$ cat config.mk
export PLATFORM = sky130hd
export DESIGN_NAME = scanline_shader_flat
export DESIGN_NICKNAME = d
export VERILOG_FILES = /design/src/design/osd_params.svh /design/src/design/osd_pkg.sv /design/src/design/scanline_if.sv /design/src/design/scanline_shader.sv /design/src/flat_wrapper.sv
export SDC_FILE = /design/constraint.sdc
export NUM_CORES = 1
export LEC_CHECK = 0
export CAP_MARGIN = 5
export CORE_ASPECT_RATIO = 1.4
export CORE_UTILIZATION = 50
export CTS_CLUSTER_SIZE = 40
export DETAILED_ROUTE_END_ITERATION = 10
export DONT_BUFFER_PORTS = 1
export GPL_TIMING_DRIVEN = 0
export SKIP_CTS_REPAIR_TIMING = 1
export SLEW_MARGIN = 0
export SYNTH_ARGS = -nofsm -noshare
export SYNTH_HDL_FRONTEND = slang
export SYNTH_SLANG_ARGS = --single-unit
$ cat constraint.sdc
create_clock -name clk -period 0.8 [get_ports clk]
set_clock_uncertainty 0.1 [all_clocks]
set_input_delay 0.08 -clock clk [delete_from_list [all_inputs] [get_ports clk]]
set_output_delay 0.08 -clock clk [all_outputs]
set_load 0.05 [all_outputs]
$ cat src/design/osd_params.svh
/*
 * OSD and video configuration constants
 * register map, RAM depth and reset values of the register file
 */
`ifndef OSD_PARAMS_SVH
`define OSD_PARAMS_SVH

// register map, byte addresses on the register bus
`define OSD_ADDR_OFFSET     8'h80
`define OSD_ADDR_ENABLE     8'h81
`define OSD_ADDR_HIGHLIGHT  8'h82
`define OSD_ADDR_RECONF     8'h83
`define OSD_ADDR_PAD_HI     8'h85
`define OSD_ADDR_PAD_LO     8'h86
`define OSD_ADDR_SCAN_HI    8'h88
`define OSD_ADDR_SCAN_LO    8'h89
`define OSD_ADDR_TIMING0    8'hB3
`define OSD_ADDR_TIMING1    8'hB4
`define OSD_ADDR_TIMING2    8'hB5
`define OSD_ADDR_RESET_DC   8'hF0
`define OSD_ADDR_RESET_CONF 8'hF2

// character RAM size in bytes
`define OSD_CHAR_DEPTH      1024

// reset values
`define OSD_HIGHLIGHT_RST   8'hFF
`define OSD_INTENSITY_RST   9'h100

`endif

$ cat src/design/osd_pkg.sv
/*
 * OSD video package
 * vector types shared by the register file, RAM, shader and top
 */
package osd_pkg;

    // register bus
    typedef logic [7:0]  reg_addr_t;
    typedef logic [7:0]  reg_data_t;

    // character RAM address, 3-bit page offset then 7-bit low address
    typedef logic [9:0]  char_addr_t;

    // output mode code handed to the HDMI timing side
    typedef logic [3:0]  video_mode_t;

    // scanline darkness, 256 is fully dark
    typedef logic [8:0]  intensity_t;

    // pixel, red in bits 23:16, then green, then blue
    typedef logic [23:0] rgb_t;

    // video line counter
    typedef logic [10:0] line_t;

    // controller word, bit 0 flags a valid packet
    typedef logic [15:0] pad_t;

    // measured timing info, read back as three bytes
    typedef logic [23:0] timing_t;

endpackage

$ cat src/design/scanline_if.sv
/*
 * Scanline settings bus
 * carries the darkening setup from the register file to the shader
 */
`timescale 1ns/1ps

interface scanline_if;
    import osd_pkg::*;

    // darkness of the selected lines
    intensity_t intensity;
    // 0 picks single lines, 1 picks line pairs
    logic       thickness;
    // which parity gets darkened
    logic       oddeven;
    // shading on
    logic       active;

    modport cfg   (output intensity, thickness, oddeven, active);
    modport shade (input  intensity, thickness, oddeven, active);

endinterface

$ cat src/design/scanline_shader.sv
/*
 * Scanline shader
 * darkens RGB pixels of selected lines, one registered stage
 */
`timescale 1ns/1ps

module scanline_shader (
    input  logic            clk,
    input  logic            rst_n,
    scanline_if.shade       scan,
    // pixel stream in
    input  osd_pkg::rgb_t   pixel_in,
    input  osd_pkg::line_t  line,
    input  logic            pixel_valid,
    // pixel stream out, one cycle later
    output osd_pkg::rgb_t   pixel_out,
    output logic            pixel_out_valid
);
    import osd_pkg::*;

    // line picked for darkening
    logic       line_sel;
    // bit compared against the parity setting
    logic       line_bit;
    // multiplier, 256 minus intensity
    logic [8:0] scale;
    rgb_t       shaded;

    // one channel times scale, back down to 8 bits
    function automatic logic [7:0] scale_channel(input logic [7:0] ch,
                                                 input logic [8:0] k);
        logic [16:0] prod;
        prod = ch * k;
        return prod[15:8];
    endfunction

    // single lines use bit 0, pairs use bit 1
    assign line_bit = scan.thickness ? line[1] : line[0];
    assign line_sel = scan.active && (line_bit == scan.oddeven);

    // anything past 256 is treated as fully dark
    assign scale = (scan.intensity >= 9'd256) ? 9'd0 : 9'd256 - scan.intensity;

    always_comb begin
        if (line_sel) begin
            shaded[23:16] = scale_channel(pixel_in[23:16], scale);
            shaded[15:8]  = scale_channel(pixel_in[15:8], scale);
            shaded[7:0]   = scale_channel(pixel_in[7:0], scale);
        end else begin
            shaded = pixel_in;
        end
    end

    ////////////////////
    // output stage
    ////////////////////

    always_ff @(posedge clk or negedge rst_n) begin
        if (!rst_n) begin
            pixel_out_valid <= 1'b0;
        end else begin
            pixel_out_valid <= pixel_valid;
        end
    end

    // new pixel every cycle, no stall
    always_ff @(posedge clk) begin
        pixel_out <= shaded;
    end

endmodule

$ cat src/flat_wrapper.sv
// flat-port wrapper written by rule: the top's interface ports become plain ports
module scanline_shader_flat import osd_pkg::*;
  (clk, rst_n, pixel_in, line, pixel_valid, pixel_out, pixel_out_valid, scan_intensity, scan_thickness, scan_oddeven, scan_active);
  scanline_if scan_i ();
  input  logic clk;
  input  logic rst_n;
  input  osd_pkg::rgb_t pixel_in;
  input  osd_pkg::line_t line;
  input  logic pixel_valid;
  output osd_pkg::rgb_t pixel_out;
  output logic pixel_out_valid;
  input wire logic [$bits(scan_i.intensity)-1:0] scan_intensity;
  input wire logic [$bits(scan_i.thickness)-1:0] scan_thickness;
  input wire logic [$bits(scan_i.oddeven)-1:0] scan_oddeven;
  input wire logic [$bits(scan_i.active)-1:0] scan_active;
  assign scan_i.intensity = scan_intensity;
  assign scan_i.thickness = scan_thickness;
  assign scan_i.oddeven = scan_oddeven;
  assign scan_i.active = scan_active;
  scanline_shader u_core (.clk(clk), .rst_n(rst_n), .scan(scan_i), .pixel_in(pixel_in), .line(line), .pixel_valid(pixel_valid), .pixel_out(pixel_out), .pixel_out_valid(pixel_out_valid));
endmodule
==> metrics.cfg <==
[route]
vias=6156
drt_pass1_iterations=5
wl_per_cell_um=17.31
antenna_left=0
drt-total-wl_um=19980
drc=0
drt_iter0_markers=235
viasPerCell=5.334

[sta]
hold-worst-slack_ns=-0.07695
slew_headroom_pct=49.07
finalWorstSetupSlack_ns=-4.510
max_freq_mhz=188.3
drv_slew=0
hold_violations=3
period_needed_ns=5.310
period_share_pct=663.8
setup_violations=50
grt_setup_unrepaired=yes
worstMarginPinSlew_ns=0.7639

[global_route]
grt_busiest_layer=met2
gr-usage-met1_pct=30.42
grt.total_usage_pct=25.79
grt_max_degree=16
grt_pass1_wl_um=31230
overflow=0
use_met3_pct=2.972
antenna_found_initial=0
grt_pass1_vias=6405
gr-usage-met2_pct=48.13

[run_status]
violations=hold timing, setup timing
status=finished with violations

[floorplanning]
core_um2=14570
io-pin-count=75
dieArea_um2=15470
initial_core_util_pct=51.37
die_w_um=105.4
rows=52
die_y_um=146.8

[synth]
synth-edff-count=0
yosys_register_bits=25
syn_avg_cell_area_um2=8.451
ys.flop_type=dfxtp_1
synthCells=886
synth_area_um2=7487
yosysWarningCount=0
yosysSeqAreaShare_pct=6.751
synthArstFlopShare_pct=4.000
synth_cell_types=55
synth_nets=1154

[cells_and_area]
nets=1234
layout_commonest_cell=inv_1
final_cell_mix=inv_1 (167), and2_1 (136), fa_1 (111)
fin_cells=1154
areaGrowthSynthToFinish_pct=23.86
drive_gt1_share_pct=23.21
antennaDiodeCount=0

[critical_path]
required_ns=0.88
critPathLaunchType=primary input
cp_max_fo=7
crit_type=in2reg
cp-end-kind=flip-flop
worst_ep_arrival_time_ns=5.39

[cts]
root_buffer=clkbuf_16
htree_num_levels=1
clk_path_buf_depth=2
cts_made_buffers=3
cts.clk_slew.worst_paths_ns=0.08
cts.sinks=25
cts_tree=yes

[job]
max_cap_violations=0

[hold_path]
hp-class=in2reg
min_to=u_core.pixel_out[23]
hold_path_depth=3
min_from=pixel_in[23]

[place]
gp_congestion=0.7874
dp_cells=1075
portBuffers=0
place_hpwl_um=15010

[pwr]
pwr_density_cell_nw_per_um2=1442
power_leakage_nw=4.649
vdd_ir_drop_max_v=0.001226
finalPower_mw=13.37

[metrics by stage]
stage | util (%) | setup TNS [ns] | area, um2 | hold WS, ns | worst slack [ns]
CTS | 55.36 | -118.15 | 8068 | -0.6174 | -5.017
finish | 63.63 | -104.35 | 9274 | -0.07695 | -4.510
global placement | 54.79 | -116.31 | 7985 | -0.3156 | -5.287
detailed placement | 54.79 | -117.69 | 7985 | -0.3156 | -5.279
floorplan | - | -101.88 | 7749 | -0.3156 | -4.578
global route | 63.63 | -108.64 | 9274 | -0.04047 | -4.704
[kinds of logic after synthesis]
family / Yosys count / synth area share (%)
flops: 25 / 6.751
fa+ha+maj: 218 / 48.46
compound gates: 87 / 6.969
mux: 3 / 0.4011
simple gates: 304 / 22.21
xor+xnor: 35 / 4.094
buf+inv: 214 / 11.11
[critical path, cell delays in order]
cell,delay [ns]
or4_4,0.58
o21ai_4,0.17
nand2b_4,0.09
clkbuf_16,0.17
nor3b_4,0.37
buf_6,0.20
and2_4,0.15
fa_1,0.45
fa_2,0.51
fa_1,0.51
inv_1,0.06
fa_1,0.55
inv_2,0.05
ha_4,0.18
a21oi_4,0.15
o21ai_2,0.08
a221o_1,0.31
a41oi_2,0.26
xnor2_2,0.17
mux2i_1,0.24
a2bb2oi_2,0.06
[layer usage]
layer	vias to the layer above	routed length (um)
li1	2882	-
met1	3150	7922
met2	95	10890
met3	29	639
met4	0	523
met5	-	0
[worst max path at each step]
stage	startpoint	endpoint	slack [ns]	depth (start not counted)
finish	scan_intensity[2]	u_core.pixel_out[7]	-4.51	21
global route	scan_intensity[2]	u_core.pixel_out[7]	-4.70	21
CTS	scan_intensity[5]	u_core.pixel_out[7]	-5.02	22
detailed placement	scan_intensity[5]	u_core.pixel_out[7]	-5.28	22
global placement	scan_intensity[5]	u_core.pixel_out[7]	-5.29	22
floorplan	scan_intensity[5]	u_core.pixel_out[7]	-4.58	22
[layout make-up]
| type | instances | area [um2] |
|---|---|---|
| buffer | 34 | 287.8 |
| clock buffer | 3 | 75.07 |
| clock inverter | 1 | 7.507 |
| fill | 1302 | 5300 |
| inverter | 180 | 675.6 |
| multi-input combinational | 647 | 6756 |
| sequential | 25 | 560.5 |
| tap | 189 | 236.5 |
| timing repair buffer | 75 | 674.4 |
[where the power goes]
| group | internal [mW] | switching (mW) |
|---|---|---|
| combinational | 4.56 | 4.98 |
| sequential | 1.58 | 0.955 |
| clock | 0.686 | 0.607 |
[Yosys cell counts (all sizes together), types with 4 or more instances]
master	number	area, um2
ha	98	1226
and2	154	963.4
nand2	95	356.6
nor2	16	72.57
inv	180	675.7
nand4	4	25.02
buf	20	98.84
xnor2	22	192.7
fa	120	2402
o21ai	34	170.2
o21a	4	30.03
a21oi	24	120.1
xor2	13	113.9
nor3	7	35.03
o211ai	6	45.04
nand3	4	20.02
clkbuf	14	57.56
dfxtp	24	480.5
[registers in the layout, summed over array words and instances, names as in the netlist]
name / count
u_core.pixel_out: 24
u_core.pixel_out_valid: 1
No activity file was read; power rests on OpenSTA's default activity.
