`src/design/osd_params.svh`:
```
/*
 * OSD and video configuration constants
 * register map, RAM depth and reset values of the register file
 */
`ifndef OSD_PARAMS_SVH
`define OSD_PARAMS_SVH

// register map, byte addresses on the register bus
`define OSD_ADDR_OFFSET     8'h80
`define OSD_ADDR_ENABLE     8'h81
`define OSD_ADDR_HIGHLIGHT  8'h82
`define OSD_ADDR_RECONF     8'h83
`define OSD_ADDR_PAD_HI     8'h85
`define OSD_ADDR_PAD_LO     8'h86
`define OSD_ADDR_SCAN_HI    8'h88
`define OSD_ADDR_SCAN_LO    8'h89
`define OSD_ADDR_TIMING0    8'hB3
`define OSD_ADDR_TIMING1    8'hB4
`define OSD_ADDR_TIMING2    8'hB5
`define OSD_ADDR_RESET_DC   8'hF0
`define OSD_ADDR_RESET_CONF 8'hF2

// character RAM size in bytes
`define OSD_CHAR_DEPTH      1024

// reset values
`define OSD_HIGHLIGHT_RST   8'hFF
`define OSD_INTENSITY_RST   9'h100

`endif

```
`src/design/osd_pkg.sv`:
```
/*
 * OSD video package
 * vector types shared by the register file, RAM, shader and top
 */
package osd_pkg;

    // register bus
    typedef logic [7:0]  reg_addr_t;
    typedef logic [7:0]  reg_data_t;

    // character RAM address, 3-bit page offset then 7-bit low address
    typedef logic [9:0]  char_addr_t;

    // output mode code handed to the HDMI timing side
    typedef logic [3:0]  video_mode_t;

    // scanline darkness, 256 is fully dark
    typedef logic [8:0]  intensity_t;

    // pixel, red in bits 23:16, then green, then blue
    typedef logic [23:0] rgb_t;

    // video line counter
    typedef logic [10:0] line_t;

    // controller word, bit 0 flags a valid packet
    typedef logic [15:0] pad_t;

    // measured timing info, read back as three bytes
    typedef logic [23:0] timing_t;

endpackage

```
`src/design/scanline_if.sv`:
```
/*
 * Scanline settings bus
 * carries the darkening setup from the register file to the shader
 */
`timescale 1ns/1ps

interface scanline_if;
    import osd_pkg::*;

    // darkness of the selected lines
    intensity_t intensity;
    // 0 picks single lines, 1 picks line pairs
    logic       thickness;
    // which parity gets darkened
    logic       oddeven;
    // shading on
    logic       active;

    modport cfg   (output intensity, thickness, oddeven, active);
    modport shade (input  intensity, thickness, oddeven, active);

endinterface

```
`src/design/osd_register_file.sv`:
```
/*
 * OSD register file
 * decodes the byte-wide register bus, holds OSD, video mode and scanline
 * config, muxes status words onto the read data and drives the RAM write port
 */
`timescale 1ns/1ps
`include "osd_params.svh"

module osd_register_file (
    input  logic                clk,
    input  logic                rst_n,
    // register bus from the serial slave
    input  osd_pkg::reg_addr_t  reg_addr,
    input  osd_pkg::reg_data_t  reg_wdata,
    input  logic                reg_write,
    output osd_pkg::reg_data_t  reg_rdata,
    // status from outside
    input  osd_pkg::pad_t       pad_data,
    input  osd_pkg::timing_t    timing_info,
    // character RAM write port
    output osd_pkg::char_addr_t ram_waddr,
    output osd_pkg::reg_data_t  ram_wdata,
    output logic                ram_wren,
    // configuration outputs
    output logic                osd_enable,
    output osd_pkg::reg_data_t  highlight_line,
    output osd_pkg::video_mode_t video_mode,
    output osd_pkg::reg_data_t  reset_conf,
    output logic                reset_dc,
    scanline_if.cfg             scan
);
    import osd_pkg::*;

    // page select for character writes
    logic [2:0] offset_q;
    // raw reconf byte, kept for readback
    reg_data_t  reconf_q;
    // scanline fields
    intensity_t intensity_q;
    logic       thickness_q;
    logic       oddeven_q;
    logic       active_q;
    // next read byte
    reg_data_t  rdata_next;
    // writes below 80 land in the character RAM
    logic       ram_hit;

    assign ram_hit = reg_write && !reg_addr[7];

    ////////////////////
    // read mux
    ////////////////////

    // old register values are returned, a write in the same cycle shows next read
    always_comb begin
        case (reg_addr)
            `OSD_ADDR_OFFSET:     rdata_next = {5'b0, offset_q};
            `OSD_ADDR_ENABLE:     rdata_next = {7'b0, osd_enable};
            `OSD_ADDR_HIGHLIGHT:  rdata_next = highlight_line;
            `OSD_ADDR_RECONF:     rdata_next = reconf_q;
            // controller buttons, high byte then low byte
            `OSD_ADDR_PAD_HI:     rdata_next = pad_data[15:8];
            `OSD_ADDR_PAD_LO:     rdata_next = pad_data[7:0];
            `OSD_ADDR_SCAN_HI:    rdata_next = intensity_q[8:1];
            `OSD_ADDR_SCAN_LO:    rdata_next = {intensity_q[0], thickness_q, oddeven_q,
                                                active_q, 4'b0};
            // timing info, most significant byte first
            `OSD_ADDR_TIMING0:    rdata_next = timing_info[23:16];
            `OSD_ADDR_TIMING1:    rdata_next = timing_info[15:8];
            `OSD_ADDR_TIMING2:    rdata_next = timing_info[7:0];
            `OSD_ADDR_RESET_CONF: rdata_next = reset_conf;
            default:              rdata_next = '0;
        endcase
    end

    // one cycle read latency
    always_ff @(posedge clk or negedge rst_n) begin
        if (!rst_n) begin
            reg_rdata <= '0;
        end else begin
            reg_rdata <= rdata_next;
        end
    end

    ////////////////////
    // config writes
    ////////////////////

    always_ff @(posedge clk or negedge rst_n) begin
        if (!rst_n) begin
            offset_q       <= '0;
            osd_enable     <= 1'b0;
            highlight_line <= `OSD_HIGHLIGHT_RST;
            reconf_q       <= '0;
            video_mode     <= '0;
            intensity_q    <= `OSD_INTENSITY_RST;
            thickness_q    <= 1'b0;
            oddeven_q      <= 1'b0;
            active_q       <= 1'b0;
            reset_conf     <= '0;
        end else if (reg_write) begin
            case (reg_addr)
                `OSD_ADDR_OFFSET:    offset_q       <= reg_wdata[2:0];
                `OSD_ADDR_ENABLE:    osd_enable     <= reg_wdata[0];
                `OSD_ADDR_HIGHLIGHT: highlight_line <= reg_wdata;
                `OSD_ADDR_RECONF: begin
                    reconf_q <= reg_wdata;
                    // 0-3 for 480 sources, 8-B for 240p, others keep the mode
                    case (reg_wdata[3:0])
                        4'h0, 4'h1, 4'h2, 4'h3,
                        4'h8, 4'h9, 4'hA, 4'hB: video_mode <= reg_wdata[3:0];
                        default: ;
                    endcase
                end
                `OSD_ADDR_SCAN_HI:   intensity_q[8:1] <= reg_wdata;
                `OSD_ADDR_SCAN_LO: begin
                    intensity_q[0] <= reg_wdata[7];
                    thickness_q    <= reg_wdata[6];
                    oddeven_q      <= reg_wdata[5];
                    active_q       <= reg_wdata[4];
                end
                `OSD_ADDR_RESET_CONF: reset_conf <= reg_wdata;
                default: ;
            endcase
        end
    end

    ////////////////////
    // pulses and RAM port
    ////////////////////

    // console reset and RAM strobe last one cycle per write
    always_ff @(posedge clk or negedge rst_n) begin
        if (!rst_n) begin
            reset_dc <= 1'b0;
            ram_wren <= 1'b0;
        end else begin
            reset_dc <= reg_write && (reg_addr == `OSD_ADDR_RESET_DC);
            ram_wren <= ram_hit;
        end
    end

    // address placed in the page picked by the offset register
    always_ff @(posedge clk) begin
        if (ram_hit) begin
            ram_waddr <= {offset_q, reg_addr[6:0]};
            ram_wdata <= reg_wdata;
        end
    end

    assign scan.intensity = intensity_q;
    assign scan.thickness = thickness_q;
    assign scan.oddeven   = oddeven_q;
    assign scan.active    = active_q;

endmodule

```
`src/flat_wrapper.sv`:
```
// flat-port wrapper written by rule: the top's interface ports become plain ports
module osd_register_file_flat import osd_pkg::*;
  (clk, rst_n, reg_addr, reg_wdata, reg_write, reg_rdata, pad_data, timing_info, ram_waddr, ram_wdata, ram_wren, osd_enable, highlight_line, video_mode, reset_conf, reset_dc, scan_intensity, scan_thickness, scan_oddeven, scan_active);
  scanline_if scan_i ();
  input  logic clk;
  input  logic rst_n;
  input  osd_pkg::reg_addr_t reg_addr;
  input  osd_pkg::reg_data_t reg_wdata;
  input  logic reg_write;
  output osd_pkg::reg_data_t reg_rdata;
  input  osd_pkg::pad_t pad_data;
  input  osd_pkg::timing_t timing_info;
  output osd_pkg::char_addr_t ram_waddr;
  output osd_pkg::reg_data_t ram_wdata;
  output logic ram_wren;
  output logic osd_enable;
  output osd_pkg::reg_data_t highlight_line;
  output osd_pkg::video_mode_t video_mode;
  output osd_pkg::reg_data_t reset_conf;
  output logic reset_dc;
  output wire logic [$bits(scan_i.intensity)-1:0] scan_intensity;
  output wire logic [$bits(scan_i.thickness)-1:0] scan_thickness;
  output wire logic [$bits(scan_i.oddeven)-1:0] scan_oddeven;
  output wire logic [$bits(scan_i.active)-1:0] scan_active;
  assign scan_intensity = scan_i.intensity;
  assign scan_thickness = scan_i.thickness;
  assign scan_oddeven = scan_i.oddeven;
  assign scan_active = scan_i.active;
  osd_register_file u_core (.clk(clk), .rst_n(rst_n), .reg_addr(reg_addr), .reg_wdata(reg_wdata), .reg_write(reg_write), .reg_rdata(reg_rdata), .pad_data(pad_data), .timing_info(timing_info), .ram_waddr(ram_waddr), .ram_wdata(ram_wdata), .ram_wren(ram_wren), .osd_enable(osd_enable), .highlight_line(highlight_line), .video_mode(video_mode), .reset_conf(reset_conf), .reset_dc(reset_dc), .scan(scan_i));
endmodule
```
`config.mk`:
```
export PLATFORM = sky130hd
export DESIGN_NAME = osd_register_file_flat
export DESIGN_NICKNAME = d
export VERILOG_FILES = /design/src/design/osd_pkg.sv /design/src/design/scanline_if.sv /design/src/design/osd_register_file.sv /design/src/flat_wrapper.sv
export VERILOG_INCLUDE_DIRS = /design/src /design/src/design
export SDC_FILE = /design/constraint.sdc
export NUM_CORES = 1
export LEC_CHECK = 0
export BUFFER_PORTS_ARGS = -buffer_cell sky130_fd_sc_hd__clkbuf_2
export CORE_ASPECT_RATIO = 1.2
export CORE_MARGIN = 1
export CORE_UTILIZATION = 40
export CTS_CLUSTER_SIZE = 30
export DETAILED_ROUTE_END_ITERATION = 10
export HOLD_SLACK_MARGIN = 0.05
export MAX_ROUTING_LAYER = met4
export PLACE_DENSITY = 0.67
export REMOVE_ABC_BUFFERS = 1
export SETUP_SLACK_MARGIN = 0.5
export SKIP_CTS_REPAIR_TIMING = 1
export SLEW_MARGIN = 20
export SYNTH_ARGS = -nofsm -noshare
export SYNTH_HDL_FRONTEND = slang
export SYNTH_SLANG_ARGS = --single-unit
export TNS_END_PERCENT = 50
```
`constraint.sdc`:
```
create_clock -name clk -period 2.35 [get_ports clk]
set_input_delay 0.3525 -clock clk [delete_from_list [all_inputs] [get_ports clk]]
set_output_delay 0.3525 -clock clk [all_outputs]
set_load 0.05 [all_outputs]
```
==> results.cfg, run 1 <==
[final_layout]
final_util_pct = 54.5
layout.nets = 447
fillers = 713
fin_area_um2 = 4420
n_antenna_cell = 0
drive_above_1_share_pct = 56.0
area_delta_synth_final_pct = 32.0
final_cells = 488

[clock_tree]
cts_tree = yes
clock_sinks = 72
clkTransAtPathRegs_ps = 80
htree_levels = 3
insertion_delay_ps = 360
clk_path_buf_depth = 2
ctsRootBufferMaster = clkbuf_8
numCtsBuffers = 9

[routing]
viasPerCell = 5.44
wire_per_inst_um = 18.7
first_pass_iters = 4
drc = 0
postRouteAntennaNets = 0
vias = 2654
wl_um = 9120
drt_iter0_drc = 177

[synth]
synth_area_per_cell_um2 = 13.4
async_flop_share_pct = 75.0
synth_edf_count = 18
synth_top_cell_by_area = dfrtp_1
synth_ff_type = dfrtp_1
ys_seq_area_share_pct = 56.9
synthCells = 249
ys_types = 44
synthTopCellsByArea = dfrtp_1, edfxtp_1, mux2_2
synth.top_cell.area_share_pct = 33.6
synthesis.area_um2 = 3350
synth_warnings = 0
ys_ff_latch = 72

[pwr]
ir_drop_uv = 283
p_per_area_nw_per_um2 = 654
p_leak_nw = 2.18
switching_share_pct = 28.0
clockPowerShare_pct = 36.1
pwr-share-comb_pct = 16.2
p_sw_uw = 809
p_int_mw = 2.08
power_frac_seq_pct = 47.7

[floorplanning]
ioPinCount = 120
die_area_um2 = 8740
die-width_um = 85.5
rows = 36
core_um2 = 8110
initial_core_util_pct = 41.3
die_h_um = 102

[global_routing]
grt_max_degree = 55
overflow = 0
grt_util_all_layers_pct = 22.9
first_global_vias = 2638
antenna_found_initial = 0
grt_first_pass_wirelength_um = 14200

[setup_path]
crit_required_ps = 2590
arrival_ps = 2060
startpoint = reg_addr[4]
worstPathCellList = clkbuf_2, or4b_4, or4b_4, buf_4, mux2_2
crit_path_max_fanout = 8
worstSetupEndpointType = flop
slowest_delay_ps = 580
startpoint_type = input pin
cpMaxStageDelayCell = or4b_4
critical_path_class = input pin to flop
cp_common_cell = or4b_4
reg2reg_from = u_core.reconf_q[0]$_DFFE_PN0P_

[status]
status = complete, no violations

[timing]
slew_headroom_pct = 53.4
setup_viol = 0
max_slew.worst_pin.slew_ps = 698
finalHoldViolations = 0
whs_ps = 108
fmax_mhz = 551
fin_crit_ps = 1820
layout_setup_ws_ps = 535
period_share_pct = 77.2
rsz0062_at_grt = true
drv_slew = 0
skew_ps = 11.4

[worst_hold_path]
hold_path.class = input pin to asynchronous set/reset pin

[place]
dp_hpwl_um = 6810
portBuffers = 119
gp_congestion = 0.824
dp_cells = 472
post_dp_cell_area_um2 = 4180
place_ws_ps = 60.6

[flow_run]
drv_cap = 0
[critical path, delay by kind of cell]
kind / cells / cell delay [ps]
multiplexers: 1 / 280
buffers and inverters: 2 / 300
AND/OR/NAND/NOR: 2 / 1120
[state kept, by name, summed over array words and instances, names as in the netlist]
| signal | cells |
|---|---|
| u_core.offset_q | 3 |
| u_core.video_mode | 4 |
| u_core.scan.active | 1 |
| u_core.ram_waddr | 10 |
| u_core.highlight_line | 8 |
| u_core.reset_conf | 8 |
| u_core.osd_enable | 1 |
| u_core.ram_wren | 1 |
| u_core.scan.oddeven | 1 |
| u_core.scan.intensity | 9 |
| u_core.reconf_q | 8 |
| u_core.ram_wdata | 8 |
| u_core.reset_dc | 1 |
| u_core.reg_rdata | 8 |
| u_core.scan.thickness | 1 |
[logic make-up (layout without fill, tap and decap cells)]
logic type / count (synthesis) / after routing / share of synthesized area, %
buf+inv: 15 / 159 / 1.94
simple gates: 63 / 63 / 11.9
flops: 72 / 72 / 56.9
mux: 59 / 59 / 19.8
compound gates: 40 / 40 / 9.46
[power by group through the flow]
stage               logic [mW]  registers (mW)  clock network, mW
finish                   0.467            1.38               1.04
global route             0.498            1.38               1.11
CTS                      0.468            1.38               1.06
detailed placement       0.467            1.40                  0
global placement         0.463            1.40                  0
floorplan               0.0945            1.57                  0
[cells in the mapped netlist (2+ instances only)]
library cell   n
mux2_2        48
dfrtp_1       45
edfxtp_1      18
nand2_1       12
mux2i_1       10
dfstp_2        9
nor2_1         9
clkbuf_1       8
a22oi_1        7
and3_1         7
o2bb2ai_1      7
nand3_1        6
a32oi_1        5
o211ai_1       5
nand3b_1       4
nor2b_1        4
o21ai_0        4
a32o_1         3
buf_1          3
nor3_1         3
a211o_1        2
a211oi_1       2
a21oi_1        2
inv_1          2
nand2b_1       2
nand4b_1       2
nor3b_1        2
or4b_1         2
[path summary, 6_finish.rpt]
check / slack (ps) / depth (start not counted) / to
setup / recovery: 530 / 5 / u_core.reconf_q[6]$_DFFE_PN0P_
hold / removal: 110 / 2 / u_core.ram_wren$_DFF_PN0_
setup reg to reg: 1050 / 4 / u_core.reg_rdata[0]$_DFF_PN0_
hold reg to reg: 480 / 0 / u_core.ram_waddr[8]$_DFFE_PP_
max in group asynchronous: 1750 / 2 / u_core.scan.active$_DFFE_PN0P_
min in group clk: 260 / 1 / u_core.ram_wdata[7]$_DFFE_PP_
[through the flow]
step	total power, mW	TNS, ps
after floorplan	1.66	-31.5
after global placement	1.86	0
after detailed placement	1.87	0
after CTS	2.91	0
after global routing	2.99	0
final	2.89	0
[routing by layer]
| metal | part of all wire (%) | global-route usage, % | wire [um] | vias up |
|---|---|---|---|---|
| met1 | 44 | 28.7 | 4050 | 1310 |
| met2 | 49 | 36.9 | 4480 | 100 |
| met5 | 0 | - | 0 | - |
| li1 | - | - | - | 1234 |
| met4 | 1.8 | 9.23 | 163 | 0 |
| met3 | 4.7 | 4.12 | 424 | 10 |
[cells in the final DEF (no fill, tap or decap), types with 5 or more instances in the layout]
cell type / netlist / routed
clkbuf_2: 0 / 119
mux2_2: 48 / 48
dfrtp_1: 45 / 45
buf_4: 0 / 21
edfxtp_1: 18 / 18
nand2_1: 12 / 11
mux2i_1: 10 / 10
clkbuf_8: 0 / 9
dfstp_2: 9 / 9
nor2_1: 9 / 8
and3_1: 7 / 7
a22oi_1: 7 / 7
o2bb2ai_1: 7 / 7
nand3_1: 6 / 6
a32oi_1: 5 / 5
o211ai_1: 5 / 5
[final cells by class]
cell class / count / area [um2] / share of cell area, %
Sequential cell: 72 / 1900 / 43.1
Tap cell: 95 / 119 / 2.69
Multi-Input combinational cell: 162 / 1410 / 31.8
Timing Repair Buffer: 141 / 773 / 17.5
Clock buffer: 9 / 124 / 2.80
Inverter: 2 / 7.51 / 0.170
Clock inverter: 7 / 86.3 / 1.95
No activity file was read; power rests on OpenSTA's default activity.
==> run 2: changes to the inputs <==
ABC_AREA = 1   (was not set)
PLACE_DENSITY = 0.69   (was 0.67)
clock period = 1.6 ns   (was 2.35 ns; I/O delays follow)
==> run 2 against run 1 <==
  * Total power increased by 42%
  * Global-route usage up 0.36 points
  * Hold slack lost 35 ps
  * Worst setup slack worse by 260 ps
  * Register-to-register slack lost 470 ps
  * Clock power grew 15%
  * Via count increased by 23%
  * Non-clock buffer count up 19
  * Combinational power up 78%
  * Sequential power is 49% higher
==> results.cfg, run 2 <==
[status]
status = complete, no violations

[clock_tree]
clk_path_buf_depth = 2
ctsRootBufferMaster = clkbuf_8
clock_sinks = 72
numCtsBuffers = 9
clkTransAtPathRegs_ps = 70
cts_tree = yes
insertion_delay_ps = 360
htree_levels = 3

[timing]
drv_slew = 0
setup_viol = 0
setup-tns-final_ps = 0
max_slew.worst_pin.slew_ps = 559
layout_setup_ws_ps = 270
fin_crit_ps = 1330
period_share_pct = 83.1
slew_headroom_pct = 62.7
skew_ps = 4.89
finalHoldViolations = 0
rsz0062_at_grt = true
fmax_mhz = 752

[floorplanning]
die_h_um = 103
core_um2 = 8150
ioPinCount = 120
initial_core_util_pct = 41.4
die_area_um2 = 8810
rows = 36
die-width_um = 85.9

[place]
post_dp_cell_area_um2 = 4180
gp_congestion = 0.852
dp_cells = 616
dp_hpwl_um = 7220
place_ws_ps = 32.6
portBuffers = 119

[final_layout]
drive_above_1_share_pct = 37.8
fillers = 708
final_util_pct = 58.9
layout.nets = 597
final_cell_mix = nand3_1, clkbuf_2, nand2_1
area_delta_synth_final_pct = 42.4
final_cells = 657
n_antenna_cell = 0
largest-register = u_core.ram_waddr
largest_reg_flops = 10
fin_area_um2 = 4810

[routing]
first_pass_iters = 4
wire_per_inst_um = 15.1
vias = 3277
viasPerCell = 4.99
drt_iter0_drc = 198
wl_um = 9910
drc = 0
postRouteAntennaNets = 0

[setup_path]
worstPathCellList = buf_8
r2r_end = u_core.reg_rdata[5]$_DFF_PN0_
cpMaxStageDelayCell = dfstp_2
reg2reg_from = u_core.highlight_line[5]$_DFFE_PN1P_
crit_family = flip-flops
startpoint = u_core.highlight_line[6]$_DFFE_PN1P_
startpoint_type = flop
critical_path_class = flop to output pin
reg2reg_slack_ps = 580
crit_required_ps = 1360
cp.buffers_inverters = 1
r2r.worst_path.cells = 5
arrival_ps = 1090
worstSetupEndpointType = output pin
slowest_delay_ps = 580
crit_path_max_fanout = 3

[global_routing]
grt_first_pass_wirelength_um = 14700
antenna_found_initial = 0
grt_max_degree = 49
overflow = 0
grt_util_all_layers_pct = 23.2
first_global_vias = 2988

[synth]
synth_top_cell_by_area = dfrtp_1
async_flop_share_pct = 75.0
synthTopCellsByArea = dfrtp_1, edfxtp_1, nand3_1
ys_ff_latch = 72
synth_ff_type = dfrtp_1
synthesis.area_um2 = 3380
ys_top_cells_by_count = nand3_1, nand2_1, dfrtp_1
synth_edf_count = 18
synth.top_cell.area_share_pct = 33.4
ys_seq_area_share_pct = 56.4
synth_warnings = 0
yosysMostFrequentCell = nand3_1
ys_types = 21
synthCells = 381
synth_area_per_cell_um2 = 8.86

[worst_hold_path]
worstHoldStart = reg_wdata[7]
hold_path.class = input pin to flop
min_path_cells = 1
whs_endpoint = u_core.ram_wdata[7]$_DFFE_PP_

[pwr]
p_leak_nw = 2.44
ir_drop_uv = 441
p_per_area_nw_per_um2 = 852

[flow_run]
drv_cap = 0
-- run 2: how the worst max path moves through the flow --
stage                                      endpoint  depth (start not counted)
5_1_grt                           highlight_line[6]                          1
2_1_floorplan      u_core.video_mode[0]$_DFFE_PN0P_                          8
3_3_place_gp   u_core.highlight_line[5]$_DFFE_PN1P_                          7
3_5_place_dp   u_core.highlight_line[2]$_DFFE_PN1P_                          7
4_1_cts                           highlight_line[6]                          1
6_report                          highlight_line[6]                          1
-- run 2: power by group --
part           switching, mW  internal [mW]
Sequential            0.0660           2.00
Clock                  0.653          0.547
Combinational          0.544          0.289
-- run 2: stage by stage --
| stage | power, mW | hold WS (ps) |
|---|---|---|
| after floorplan | 2.51 | -55.6 |
| after global placement | 2.78 | 247 |
| after detailed placement | 2.79 | 256 |
| after CTS | 3.97 | -123 |
| after global routing | 4.25 | 65.0 |
| final | 4.09 | 73.0 |
-- run 2: final cells by class --
| cell class | count | area, um2 | share of cell area, % |
|---|---|---|---|
| flip-flops and latches | 72 | 1900 | 39.6 |
| multi-input cells | 267 | 1290 | 26.8 |
| repair buffers | 160 | 1210 | 25.3 |
| well taps | 114 | 143 | 2.97 |
| clock buffers | 11 | 131 | 2.73 |
| inverters | 28 | 105 | 2.19 |
| clock inverters | 5 | 23.8 | 0.495 |
-- run 2: worst reg2reg max path, stage by stage (launching register included) --
cell and delay (ps):
dfstp_2 560, buf_4 110, nand3_1 60, nand2_1 100, inv_1 50, nand3_1 80
-- run 2: kinds of logic (layout without fill, tap and decap cells) --
family,after synthesis,after routing,share of synthesized area [%]
simple gates,223,223,30.5
compound gates,44,44,7.19
flops,72,72,56.4
buf+inv,42,204,5.97
-- run 2: layer usage --
layer / vias to the layer above / wire, um / GRT usage [%]
li1: 1578 / - / -
met1: 1566 / 4030 / 27.7
met2: 102 / 5010 / 37.2
met3: 31 / 497 / 4.80
met4: 0 / 377 / 12.2
met5: - / 0 / -
